===== config.mk =====
export PLATFORM = sky130hd
export DESIGN_NAME = dcache_req_decode_flat
export DESIGN_NICKNAME = d
export VERILOG_FILES = /design/src/hdl/dcache_pkg.sv /design/src/hdl/dcache_if.sv /design/src/hdl/dcache_req_decode.sv /design/src/flat_wrapper.sv
export SDC_FILE = /design/constraint.sdc
export NUM_CORES = 1
export LEC_CHECK = 0
export BUFFER_PORTS_ARGS = -buffer_cell sky130_fd_sc_hd__buf_2
export CORE_AREA = 2 2 122 124
export DETAILED_ROUTE_END_ITERATION = 6
export DIE_AREA = 0 0 124 126
export MAX_ROUTING_LAYER = met4
export PLACE_DENSITY = 0.54
export SYNTH_ARGS = -nofsm -noshare
export SYNTH_HDL_FRONTEND = slang
export SYNTH_SLANG_ARGS = --single-unit

===== constraint.sdc =====
create_clock -name clk -period 1.8 [get_ports clk]
set_clock_uncertainty 0.2 [all_clocks]
set_input_delay 0.36 -clock clk [delete_from_list [all_inputs] [get_ports clk]]
set_output_delay 0.36 -clock clk [all_outputs]
set_load 0.05 [all_outputs]

===== src/hdl/dcache_pkg.sv =====
`default_nettype none

package dcache_pkg;

  // ================================================
  // Widths
  // ================================================
  localparam int data_w     = 32;
  localparam int line_words = 4;
  localparam int line_w     = data_w * line_words;
  localparam int line_bytes = line_w / 8;
  // Byte offset inside one line
  localparam int offset_w   = $clog2(line_bytes);

  // ================================================
  // Access types
  // ================================================
  localparam int type_w = 3;

  // Only the low two bits are decoded and code 3 acts as a word
  localparam logic [type_w-1:0] acc_byte  = 3'd0;
  localparam logic [type_w-1:0] acc_hword = 3'd1;
  localparam logic [type_w-1:0] acc_word  = 3'd2;

  // ================================================
  // Cache line
  // ================================================
  // Word view for loads and refill, byte view for the store merge
  typedef union packed {
    logic [line_words-1:0][data_w-1:0] words;
    logic [line_bytes-1:0][7:0]        bytes;
  } cache_line_u;

endpackage

`default_nettype wire


===== src/hdl/dcache_if.sv =====
`timescale 1ns/1ps
`default_nettype none

// Captured request fields
interface req_if #(
  parameter int num_lines = 64
);
  localparam int index_w = $clog2(num_lines);
  localparam int tag_w   = dcache_pkg::data_w - index_w - dcache_pkg::offset_w;

  logic                            capture;
  logic [index_w-1:0]              index;
  logic [tag_w-1:0]                tag;
  logic                            write;
  dcache_pkg::cache_line_u         wline;
  logic [dcache_pkg::line_bytes-1:0] wmask;
  logic [1:0]                      word_sel;
  logic [dcache_pkg::data_w-1:0]   addr;
  logic [dcache_pkg::data_w-1:0]   fill_addr;
  logic [dcache_pkg::type_w-1:0]   acc_type;

  modport decode (
    input  capture,
    output index, tag, write, wline, wmask, word_sel, addr, fill_addr, acc_type
  );
  modport ctrl (
    output capture,
    input  index, tag, write, wline, wmask, addr, fill_addr, acc_type
  );
  modport result (
    input  word_sel
  );
endinterface


`default_nettype wire


===== src/hdl/dcache_req_decode.sv =====
`timescale 1ns/1ps
`default_nettype none

module dcache_req_decode #(
  parameter int num_lines = 64
) (
  input  wire logic                              clk,
  input  wire logic                              rstn,
  input  wire logic [dcache_pkg::data_w-1:0]     core_addr,
  input  wire logic                              core_write,
  input  wire logic [dcache_pkg::data_w-1:0]     core_wdata,
  input  wire logic [dcache_pkg::type_w-1:0]     core_type,
  req_if.decode                                  req
);

  localparam int index_w = $clog2(num_lines);
  localparam int tag_w   = dcache_pkg::data_w - index_w - dcache_pkg::offset_w;

  logic [dcache_pkg::data_w-1:0] addr_q;
  logic [dcache_pkg::data_w-1:0] wdata_q;
  logic [dcache_pkg::type_w-1:0] type_q;
  logic                          write_q;
  logic [1:0]                    byte_off;
  logic [3:0]                    lane_mask;

  always_ff @(posedge clk or negedge rstn) begin
    if (!rstn) begin
      write_q <= 1'b0;
      type_q  <= dcache_pkg::acc_word;
    end else if (req.capture) begin
      write_q <= core_write;
      type_q  <= core_type;
    end
  end

  always_ff @(posedge clk) begin
    if (req.capture) begin
      addr_q  <= core_addr;
      wdata_q <= core_wdata;
    end
  end

  // Live fields while idle so the array read starts in the request cycle
  assign req.index = req.capture ? core_addr[dcache_pkg::offset_w +: index_w]
                                 : addr_q[dcache_pkg::offset_w +: index_w];
  assign req.tag   = req.capture ? core_addr[dcache_pkg::data_w-1 -: tag_w]
                                 : addr_q[dcache_pkg::data_w-1 -: tag_w];
  assign req.write = req.capture ? core_write : write_q;

  assign req.addr      = addr_q;
  assign req.fill_addr = {addr_q[dcache_pkg::data_w-1:dcache_pkg::offset_w],
                          {dcache_pkg::offset_w{1'b0}}};
  assign req.word_sel  = addr_q[3:2];
  assign req.acc_type  = type_q;
  assign req.wline     = {dcache_pkg::line_words{wdata_q}};

  // ================================================
  // Byte write mask
  // ================================================
  assign byte_off = addr_q[1:0];

  always_comb begin
    case (type_q[1:0])
      dcache_pkg::acc_byte[1:0]:  lane_mask = 4'b0001 << byte_off;
      dcache_pkg::acc_hword[1:0]: lane_mask = byte_off[1] ? 4'b1100 : 4'b0011;
      default:                    lane_mask = 4'b1111;
    endcase
  end

  // Lanes moved to the selected word
  assign req.wmask = {12'h000, lane_mask} << {req.word_sel, 2'b00};

  a_mask_nonzero : assert property (
    @(posedge clk) disable iff (!rstn)
    !req.capture |-> (req.wmask != '0)
  );

endmodule

`default_nettype wire


===== src/flat_wrapper.sv =====
// flat-port wrapper written by rule: the top's interface ports become plain ports
module dcache_req_decode_flat 
#(
  parameter int num_lines = 64
)
  (clk, rstn, core_addr, core_write, core_wdata, core_type, req_capture, req_index, req_tag, req_write, req_wline, req_wmask, req_word_sel, req_addr, req_fill_addr, req_acc_type);
  req_if #(.num_lines(num_lines)) req_i ();
  input  wire logic clk;
  input  wire logic rstn;
  input  wire logic [dcache_pkg::data_w-1:0] core_addr;
  input  wire logic core_write;
  input  wire logic [dcache_pkg::data_w-1:0] core_wdata;
  input  wire logic [dcache_pkg::type_w-1:0] core_type;
  input wire logic [$bits(req_i.capture)-1:0] req_capture;
  output wire logic [$bits(req_i.index)-1:0] req_index;
  output wire logic [$bits(req_i.tag)-1:0] req_tag;
  output wire logic [$bits(req_i.write)-1:0] req_write;
  output wire logic [$bits(req_i.wline)-1:0] req_wline;
  output wire logic [$bits(req_i.wmask)-1:0] req_wmask;
  output wire logic [$bits(req_i.word_sel)-1:0] req_word_sel;
  output wire logic [$bits(req_i.addr)-1:0] req_addr;
  output wire logic [$bits(req_i.fill_addr)-1:0] req_fill_addr;
  output wire logic [$bits(req_i.acc_type)-1:0] req_acc_type;
  assign req_i.capture = req_capture;
  assign req_index = req_i.index;
  assign req_tag = req_i.tag;
  assign req_write = req_i.write;
  assign req_wline = req_i.wline;
  assign req_wmask = req_i.wmask;
  assign req_word_sel = req_i.word_sel;
  assign req_addr = req_i.addr;
  assign req_fill_addr = req_i.fill_addr;
  assign req_acc_type = req_i.acc_type;
  dcache_req_decode #(.num_lines(num_lines)) u_core (.clk(clk), .rstn(rstn), .core_addr(core_addr), .core_write(core_write), .core_wdata(core_wdata), .core_type(core_type), .req(req_i));
endmodule

==> summary.md, run 1 <==
| Metric | Value |
|---|---|
| Clock network fraction of total power | 28.4% |
| Max_cap viols | 0 |
| Fin area | ~0.0062 sq mm |
| Clk slew on worst S/H paths | 0.06 ns |
| Core Rows | 44 |
| Seq cells post-synth | 68 |
| Clk Latency, worst-skew pair | 0.33 ns |
| Busiest grt layer | met2 |
| Met3 Usage GRT | around 3% |
| Switching Power | ~2700 uW |
| Via count | 2950 |
| Largest net degree at the start of global routing | 23 |
| Post-synthesis sequential area ratio | a little under three fifths |
| Worst setup SP type | flip-flop |
| Overall Global Routing Usage | roughly an eighth |
| Period Utilization, post-route | 125% |
| Share of cells above drive strength 1 | 76.5% |
| Die Y | between 100 and 150 um |
| Met2 usage | approximately 23% |
| Routed length per instance | about 14 um |
| Die Wd | 124 um |
| Remaining antenna violation count | 0 |
| Post-route minimum period | approximately 2.3 ns |
| Pint | approximately 3800 uW |
| Worst Max-Slew Pin Slew | 0.520 ns |
| Power Density | about 1100 mW/mm^2 |
| Max-slew violation count | 0 |
| Detailed Routing Iterations Pass 1 | 4 |
| CTS tree | built |
| Initial antenna violation count | 0 |
| Vias in the first global route | approximately 2.8k |
| Overflow after GRT | 0 |
| Core Box Area | between 0.01 and 0.015 sq mm |
| Residual DRC | 0 |
| DIE AREA | approximately 0.016 sq mm |
| H-tree depth | 3 |
| Final HPWL DP | just over 7 mm |
| Initial cell density of the core | 24.8% |
| Aggregate routed wire length | 10.7 mm |
| GR Layer Usage met1 | between 10% and 20% |
| Max Root-Sink Buffers | 2 |
| Cell area after placement | around 0.0047 sq mm |
| Filler cell count | around 1.3k |
| RSZ-0062 raised after global routing | yes |
| Layout area overhead | 73.3% |
| Flop pwr share | about 30% |
| Final setup violation count | 17 |
| Post-Syn Area | 0.00356 sq mm |
| Hold Crit Class | in -> reg |
| Crit path capture type | output pin |
| Fmax | ~440 MHz |
| GPL Wtd Cong | 0.705 |
| Port buffer count | 308 |
| Avg Inst Size Synth | approximately 14 sq um |
| Status | finished with violations |
| Final WS setup | -0.458 ns |
| Nets | 620 |
| Gate power share | between 40% and 50% |
| Ys Warns | 0 |
| Synth unique cells | 17 |
| CP max FO | 8 |
| Post-Synthesis Cells | between 200 and 300 |
| 1st-iter DRT viols | a little over 60 |
| Arr. time, crit path | ~1.7 ns |
| Inst Count DP | 635 |
| Worst VDD drop | between 0.0004 and 0.0005 V |
| Violated checks | negative setup slack |
| Total CTS buffers | 9 |
| Final hold violation count | 0 |
| Req. time, crit path | 1.24 ns |
| First-pass GRT wire length | between 10 and 15 mm |
| Fin cells | around 740 |
| Vias per cell | around 4.0 |
| Lkg Pwr | around 0.0029 uW |
| Relative slew slack | between 60% and 70% |
| Clock root cell | clkbuf_16 |
| Worst Path Class, Setup | reg -> out |
| Fin Hold WS | between 0.02 and 0.025 ns |
| Sw Ratio | a little over two fifths |
| CTS Sinks | between 60 and 70 |
| Io pins | about 310 |
| # diodes | 0 |
state kept, by name (all words and copies together), names as in the netlist:
name and flops:
u_core.req.acc_type 3, u_core.req.addr 32, u_core.wdata_q 32, u_core.write_q 1
stage by stage:
stage | setup WS [ns] | utilization, % | total power (uW) | TNS [ns]
final | -0.458 | 43.1 | 6580 | -5.84
after CTS | -0.430 | 41.6 | 6570 | -6.18
after floorplan | -0.413 | - | 4140 | -6.32
after detailed placement | -0.317 | 32.9 | 4420 | -4.67
after global placement | -0.285 | 32.9 | 4420 | -4.11
after global routing | -0.504 | 43.1 | 6820 | -6.97
Yosys cell counts:
cell      count  share of area (%)
conb_1        1               0.11
nor3_1       12                1.7
nand2_1       1               0.11
dfstp_2       1               0.74
buf_6         4                1.3
nand2b_1      2               0.35
dfrtp_1       3                2.1
nor3b_2       1               0.35
buf_4       130                 27
nor2b_1       1               0.18
mux2_1        2               0.63
edfxtp_1     64                 54
mux2_2       30                9.5
nor3_4        1               0.46
nor4_1        4               0.70
nor2_2        1               0.18
buf_2         1               0.14
layout make-up:
type / instances / area (sq um) / share of cell area [%]
clock inverter: 7 / 91.3 / 1.48
clock buffer: 9 / 225 / 3.65
sequential: 68 / 2030 / 32.9
tap: 184 / 230 / 3.74
timing repair buffer: 411 / 2830 / 45.9
multi-input combinational: 59 / 762 / 12.4
path summary, 6_finish.rpt:
kind	cells past startpoint	startpoint	slack [ns]	to
worst max-delay path	4	u_core.req.acc_type[1]	-0.46	req_wmask[1]
worst min-delay path	1	core_addr[19]	0.02	u_core.req.addr[19]
worst max register to register	1	u_core.req.acc_type[1]	0.70	u_core.req.acc_type[1]
worst min register to register	1	u_core.write_q	0.32	u_core.write_q
max in group asynchronous	2	rstn	1.03	u_core.req.acc_type[1]
min in group asynchronous	2	rstn	0.17	u_core.write_q
repair_timing:
item / 4_1_cts / 5_1_grt
endpoints found under the setup margin: 45 / 43
hold endpoints to repair: 60 / 0
resized for setup: 62 / 23
gates cloned: 1 / 2
pin swaps: 13 / 2
buffers inserted: 17 / 15
hold buffers: 57 / 0
power by group through the flow:
stage               logic, uW  clock network [uW]  registers (uW)
finish                   2720                1870            1990
global route             2810                1990            2010
CTS                      2640                1940            1990
detailed placement       2390                   0            2030
global placement         2390                   0            2030
floorplan                1690                   0            2460
layout by cell type (no fill, tap or decap), types with 2 or more instances in the layout:
cell / count
buf_12: 5
buf_2: 262
buf_4: 49
buf_6: 35
bufinv_16: 2
clkbuf_16: 11
clkinv_1: 2
clkinvlp_4: 2
conb_1: 4
dfrtp_1: 2
dlygate4sd3_1: 57
edfxtp_1: 64
mux2_2: 29
mux2_4: 2
nand2b_4: 2
nor3_4: 13
nor4_4: 4
logic make-up after synthesis:
family | share of synthesized area (%)
buffers and inverters | 28.9
flip-flops | 56.9
multiplexers | 10.1
other | 0.105
AND/OR/NAND/NOR | 4.01
metal layers:
layer  share of wire [%]  wire (um)
met3                 8.0        854
met1                  38       4010
met2                  53       5610
met5                   0          0
met4                 1.8        191
critical path, stage by stage (launching register included):
cell and delay, ns:
dfstp_4 0.68, nor3_4 0.06, buf_12 0.15, nor4_4 0.25, buf_6 0.21
No activity file was read; power rests on OpenSTA's default activity.
==> run 2, diff against run 1 <==
--- a/config.mk
+++ b/config.mk
@@ -10,7 +10,7 @@
 export DETAILED_ROUTE_END_ITERATION = 6
 export DIE_AREA = 0 0 124 126
 export MAX_ROUTING_LAYER = met4
-export PLACE_DENSITY = 0.54
+export PLACE_DENSITY = 0.63
 export SYNTH_ARGS = -nofsm -noshare
 export SYNTH_HDL_FRONTEND = slang
 export SYNTH_SLANG_ARGS = --single-unit
==> summary.md, run 2 (same netlist as run 1, synthesis figures left out) <==
| Metric | Value |
|---|---|
| Fin area | 0.00624 sq mm (+1.3%) |
| Worst setup SP type | flip-flop |
| Residual DRC | 0 (unchanged) |
| Overflow after GRT | 0 (unchanged) |
| Largest net degree at the start of global routing | 25 (+8.7%) |
| Req. time, crit path | 1.24 ns (about the same) |
| RSZ-0062 raised after global routing | yes |
| Crit path buffers/inverters | 2 (unchanged) |
| CP peak stage delay | 0.66 ns (-0.02 ns) |
| Max-slew violation count | 0 (unchanged) |
| Routed length per instance | 14.7 um (+1.5%) |
| Core Box Area | 0.0143 sq mm (unchanged) |
| FF-to-FF Start | u_core.req.acc_type[1] |
| Worst VDD drop | 0.000430 V (-8.5%) |
| Overall Global Routing Usage | 12.7% (-0.26 points) |
| CP max FO | 8 (unchanged) |
| Vias in the first global route | 2806 (+1.2%) |
| Max Root-Sink Buffers | 2 (unchanged) |
| Cell area after placement | 0.00475 sq mm (+0.80%) |
| Util after Layout | 43.6% (+0.55 points) |
| Aggregate routed wire length | 11.0 mm (+3.0%) |
| Filler cell count | 1309 (-1.6%) |
| Most common cell after layout, fill and taps aside | buf_2 |
| Hold path endpoint | u_core.req.addr[9] |
| Crit path capture type | output pin |
| CTS tree | built |
| Period Utilization, post-route | 123% (-2.8 points) |
| Hold Path Stages | 1 (unchanged) |
| Share of cells above drive strength 1 | 77.5% (+0.99 points) |
| R2r endpoint | u_core.req.acc_type[1] |
| Most frequent cells in the layout | 261 x buf_2, 64 x edfxtp_1, 57 x buf_4 |
| Io pins | 313 (unchanged) |
| Final WS setup | -0.408 ns (+0.0501 ns) |
| Clk slew on worst S/H paths | 0.06 ns (about the same) |
| Core Rows | 44 (unchanged) |
| R2r setup slk | 0.61 ns (-0.09 ns) |
| # diodes | 0 (unchanged) |
| Initial cell density of the core | 24.8% (unchanged) |
| Final HPWL DP | 7.35 mm (+1.8%) |
| Die Y | 126 um (unchanged) |
| Clk Latency, worst-skew pair | 0.33 ns (about the same) |
| Hold Path Origin | core_addr[9] |
| Crit-path leading delay family | flip-flops |
| Final hold violation count | 0 (unchanged) |
| Clock root cell | clkbuf_16 |
| Tot Pwr | 6510 uW (-1.1%) |
| Worst Path Class, Setup | reg -> out |
| R2R depth | 2 (+1) |
| Die Wd | 124 um (unchanged) |
| Slowest cell on the critical path | dfstp_4 |
| Layout area overhead | 75.5% |
| Vias per cell | 3.93 (-1.7%) |
| Arr. time, crit path | 1.65 ns (-0.05 ns) |
| H-tree depth | 3 (unchanged) |
| Nets | 631 (+1.8%) |
| Initial antenna violation count | 0 (unchanged) |
| Hold Crit Class | in -> reg |
| GPL Wtd Cong | 0.732 (+3.8%) |
| First-pass GRT wire length | 14.3 mm (-1.3%) |
| Port buffer count | 308 (unchanged) |
| Lkg Pwr | 0.00291 uW (+1.7%) |
| Detailed Routing Iterations Pass 1 | 4 (unchanged) |
| DIE AREA | 0.0156 sq mm (unchanged) |
| Final setup violation count | 17 (unchanged) |
| CTS Sinks | 68 (unchanged) |
| Power Density | 1040 mW/mm^2 (-2.3%) |
| Dpl ws | -0.315 ns (+0.00179 ns) |
| Via count | 2944 (-0.20%) |
| Max_cap viols | 0 (unchanged) |
| 1st-iter DRT viols | 97 (+59%) |
| Total CTS buffers | 9 (unchanged) |
| Violated checks | negative setup slack |
| Status | finished with violations |
| Worst-path cell chain | nor3_4 > buf_12 > nor4_4 > buf_6 |
| Fmax | 453 MHz (+2.3%) |
| Remaining antenna violation count | 0 (unchanged) |
| Post-route minimum period | 2.21 ns (-0.0501 ns) |
[run 2: cell types whose count changed in the layout (fill, tap and decap cells not counted), sizes merged]
| cell | before | now |
|---|---|---|
| buf | 351 | 366 |
| clkbuf | 11 | 14 |
| dlygate4sd3 | 57 | 54 |
| clkinv | 3 | 1 |
| bufbuf | 1 | 0 |
| bufinv | 2 | 1 |
[run 2: worst register-to-register path, stage by stage, from the launching register on]
cell and delay [ns]:
dfstp_4 0.66, buf_4 0.14, mux2_2 0.14
[run 2: report_power, final]
group | switching (uW) | total [uW] | internal [uW]
clock network | 638 | 1750 | 1110
registers | 106 | 1990 | 1880
logic | 1990 | 2780 | 784
[run 2: how the worst max path moves through the flow]
stage               slack, ns  cells after the start            end                    from
detailed placement      -0.32                      3  req_wmask[11]  u_core.req.acc_type[1]
CTS                     -0.41                      4   req_wmask[1]  u_core.req.acc_type[1]
floorplan               -0.41                      2  req_wmask[12]      u_core.req.addr[0]
global placement        -0.26                      3   req_wmask[6]  u_core.req.acc_type[1]
finish                  -0.41                      4   req_wmask[3]  u_core.req.acc_type[1]
global route            -0.45                      5   req_wmask[1]  u_core.req.acc_type[1]
[run 2: final cells by class]
cell class | instances | area, sq um | area share [%]
Timing Repair Buffer | 422 | 2930 | 46.9
Sequential cell | 68 | 2030 | 32.5
Multi-Input combinational cell | 59 | 762 | 12.2
Clock buffer | 12 | 246 | 3.95
Tap cell | 184 | 230 | 3.69
Clock inverter | 4 | 50.0 | 0.802
[run 2: per-stage QoR]
| stage | hold WS (ns) | TNS, ns | std cells |
|---|---|---|---|
| global route | 0.0000926 | -6.78 | 749 |
| CTS | 0.000502 | -6.05 | 725 |
| finish | 0.0174 | -5.85 | 749 |
| global placement | -0.00927 | -3.82 | 640 |
| detailed placement | -0.00855 | -4.58 | 640 |
| floorplan | -0.136 | -6.32 | 262 |
[run 2: layer usage]
layer / wire (um) / GRT usage (%)
met3: 922 / 4.53
met5: 0 / -
met1: 3920 / 12.2
met4: 174 / 4.76
met2: 5970 / 23.1
[run 2: timing repair]
action,4_1_cts,5_1_grt
setup endpoints to repair,43,45
resized for setup,57,46
buffers inserted,22,23
pin swaps,15,4
endpoints found under the hold margin,56,1
cloned,0,2
hold buffers,53,1
==> run 3, diff against run 2 <==
--- a/config.mk
+++ b/config.mk
@@ -6,11 +6,14 @@
 export NUM_CORES = 1
 export LEC_CHECK = 0
 export BUFFER_PORTS_ARGS = -buffer_cell sky130_fd_sc_hd__buf_2
+export CELL_PAD_IN_SITES_DETAIL_PLACEMENT = 1
+export CELL_PAD_IN_SITES_GLOBAL_PLACEMENT = 1
 export CORE_AREA = 2 2 122 124
 export DETAILED_ROUTE_END_ITERATION = 6
 export DIE_AREA = 0 0 124 126
+export HOLD_SLACK_MARGIN = 0.02
 export MAX_ROUTING_LAYER = met4
-export PLACE_DENSITY = 0.63
+export PLACE_DENSITY = 0.81
 export SYNTH_ARGS = -nofsm -noshare
 export SYNTH_HDL_FRONTEND = slang
 export SYNTH_SLANG_ARGS = --single-unit
==> summary.md, run 3 (same netlist as run 1, synthesis figures left out) <==
| Metric | Value |
|---|---|
| Status | finished with violations |
| Violated checks | negative setup slack |
| Aggregate routed wire length | 13.0 mm (+19%) |
| Cell area after placement | 0.00473 sq mm (-0.37%) |
| Arr. time, crit path | 1.67 ns (+0.02 ns) |
| Core Box Area | 0.0143 sq mm (unchanged) |
| Fmax | 449 MHz (-0.83%) |
| Fin Hold WS | 0.0533 ns (+0.0360 ns) |
| Initial antenna violation count | 0 (unchanged) |
| Req. time, crit path | 1.24 ns (about the same) |
| Die Y | 126 um (unchanged) |
| Routed length per instance | 17.4 um (+19%) |
| Core Rows | 44 (unchanged) |
| Initial cell density of the core | 24.8% (unchanged) |
| 1st-iter DRT viols | 71 (-27%) |
| Io pins | 313 (unchanged) |
| Fin area | 0.00625 sq mm (about the same) |
| RSZ-0062 raised after global routing | yes |
| Clock root cell | clkbuf_16 |
| Inst Count DP | 636 (-0.63%) |
| Port buffer count | 308 (unchanged) |
| Final WS setup | -0.427 ns (-0.0185 ns) |
| Vias per cell | 4.06 (+3.3%) |
| Fin cells | 748 (-0.13%) |
| Final hold violation count | 0 (unchanged) |
| Filler cell count | 1590 (+21%) |
| Via count | 3037 (+3.2%) |
| Share of cells above drive strength 1 | 75.7% (-1.8 points) |
| H-tree depth | 3 (unchanged) |
| Vias in the first global route | 3221 (+15%) |
| DIE AREA | 0.0156 sq mm (unchanged) |
| Residual DRC | 0 (unchanged) |
| Post-route minimum period | 2.23 ns (+0.0185 ns) |
| Worst setup SP type | flip-flop |
| Clk slew on worst S/H paths | 0.06 ns (about the same) |
| Max-slew violation count | 0 (unchanged) |
| GPL Wtd Cong | 0.803 (+9.7%) |
| First-pass GRT wire length | 18.0 mm (+26%) |
| Most frequent cells in the layout | 262 x buf_2, 64 x dlygate4sd3_1, 64 x edfxtp_1 |
| Largest net degree at the start of global routing | 27 (+8.0%) |
| Layout area overhead | 75.7% (about the same) |
| Crit path capture type | output pin |
| Worst Path Class, Setup | reg -> out |
| Detailed Routing Iterations Pass 1 | 4 (unchanged) |
| Worst Max-Slew Pin Slew | around 0.53 ns |
| Nets | 630 (-0.16%) |
| Final setup violation count | 17 (unchanged) |
| Total CTS buffers | 9 (unchanged) |
| Most common cell after layout, fill and taps aside | buf_2 |
| Overall Global Routing Usage | 16.1% (+3.3 points) |
| Worst VDD drop | 0.000410 V (-4.6%) |
| # diodes | 0 (unchanged) |
| Overflow after GRT | 0 (unchanged) |
| Remaining antenna violation count | 0 (unchanged) |
| CTS tree | built |
| Max_cap viols | 0 (unchanged) |
| Relative slew slack | 64.4% |
| R2r setup slk | 0.64 ns (+0.03 ns) |
| Clk Latency, worst-skew pair | 0.33 ns (about the same) |
| Power Density | 1040 mW/mm^2 (+0.12%) |
| Hold Crit Class | in -> reg |
| CTS Sinks | 68 (unchanged) |
| CP max FO | 8 (unchanged) |
| Lkg Pwr | 0.00290 uW (-0.57%) |
| Period Utilization, post-route | 124% (+1.0 points) |
| Max Root-Sink Buffers | 2 (unchanged) |
| Die Wd | 124 um (unchanged) |
| Final HPWL DP | 8.73 mm (+19%) |
==> run 3: cell types whose count changed in the layout (fill, tap and decap cells not counted) <==
cell | previous run | this run
buf_12 | 6 | 7
buf_2 | 261 | 262
buf_4 | 57 | 45
buf_6 | 40 | 39
buf_8 | 2 | 0
clkbuf_1 | 2 | 0
clkbuf_4 | 0 | 2
clkbuf_8 | 1 | 0
clkinv_1 | 0 | 2
dlygate4sd3_1 | 54 | 64
inv_6 | 0 | 1
==> run 3: area by class of cell <==
type	count	area [sq um]	area share, %
Timing Repair Buffer	421	2930	47.0
Sequential cell	68	2030	32.5
Multi-Input combinational cell	59	762	12.2
Tap cell	184	230	3.69
Clock buffer	9	225	3.61
Clock inverter	7	66.3	1.06
==> run 3: critical path, cell delays in order, from the launching register on <==
cell,delay [ns]
dfstp_4,0.68
nor3b_4,0.06
buf_12,0.15
nor4_4,0.23
buf_6,0.20
==> run 3: layer usage <==
layer	GRT usage, %	share of wire, %	routed length (um)	vias to the layer above
li1	-	-	-	1378
met1	16.4	35	4620	1446
met2	29.3	55	7160	194
met3	3.17	7.2	940	19
met4	7.14	2.4	313	0
met5	-	0	0	-
==> run 3: metrics by stage <==
step | utilization (%) | setup TNS, ns | power, uW | setup WS (ns)
detailed placement | 33.0 | -4.75 | 4460 | -0.335
finish | 43.6 | -5.92 | 6520 | -0.427
floorplan | - | -6.32 | 4140 | -0.413
global route | 43.6 | -6.93 | 6770 | -0.482
CTS | 42.1 | -6.10 | 6490 | -0.427
global placement | 33.0 | -3.93 | 4430 | -0.269
==> run 3: final timing paths <==
path,startpoint,end,cells after the start
max,u_core.req.acc_type[1],req_wmask[2],4
min,core_addr[11],u_core.req.addr[11],1
max reg2reg,u_core.req.acc_type[0],u_core.req.acc_type[0],2
min reg2reg,u_core.write_q,u_core.write_q,1
max in group asynchronous,rstn,u_core.req.acc_type[1],2
min in group asynchronous,rstn,u_core.req.acc_type[0],2
==> run 3: report_power, final <==
group	switching, uW	internal, uW	total [uW]
clock network	672	1060	1740
registers	117	1880	2000
logic	2020	771	2790
==> run 3: repair_timing <==
| action | CTS | global route |
|---|---|---|
| resized for setup | 54 | 42 |
| cloned | 0 | 2 |
| endpoints found under the hold margin | 67 | 0 |
| setup buffers | 22 | 9 |
| endpoints found under the setup margin | 44 | 47 |
| hold buffers | 64 | 0 |
| pin swaps | 13 | 2 |
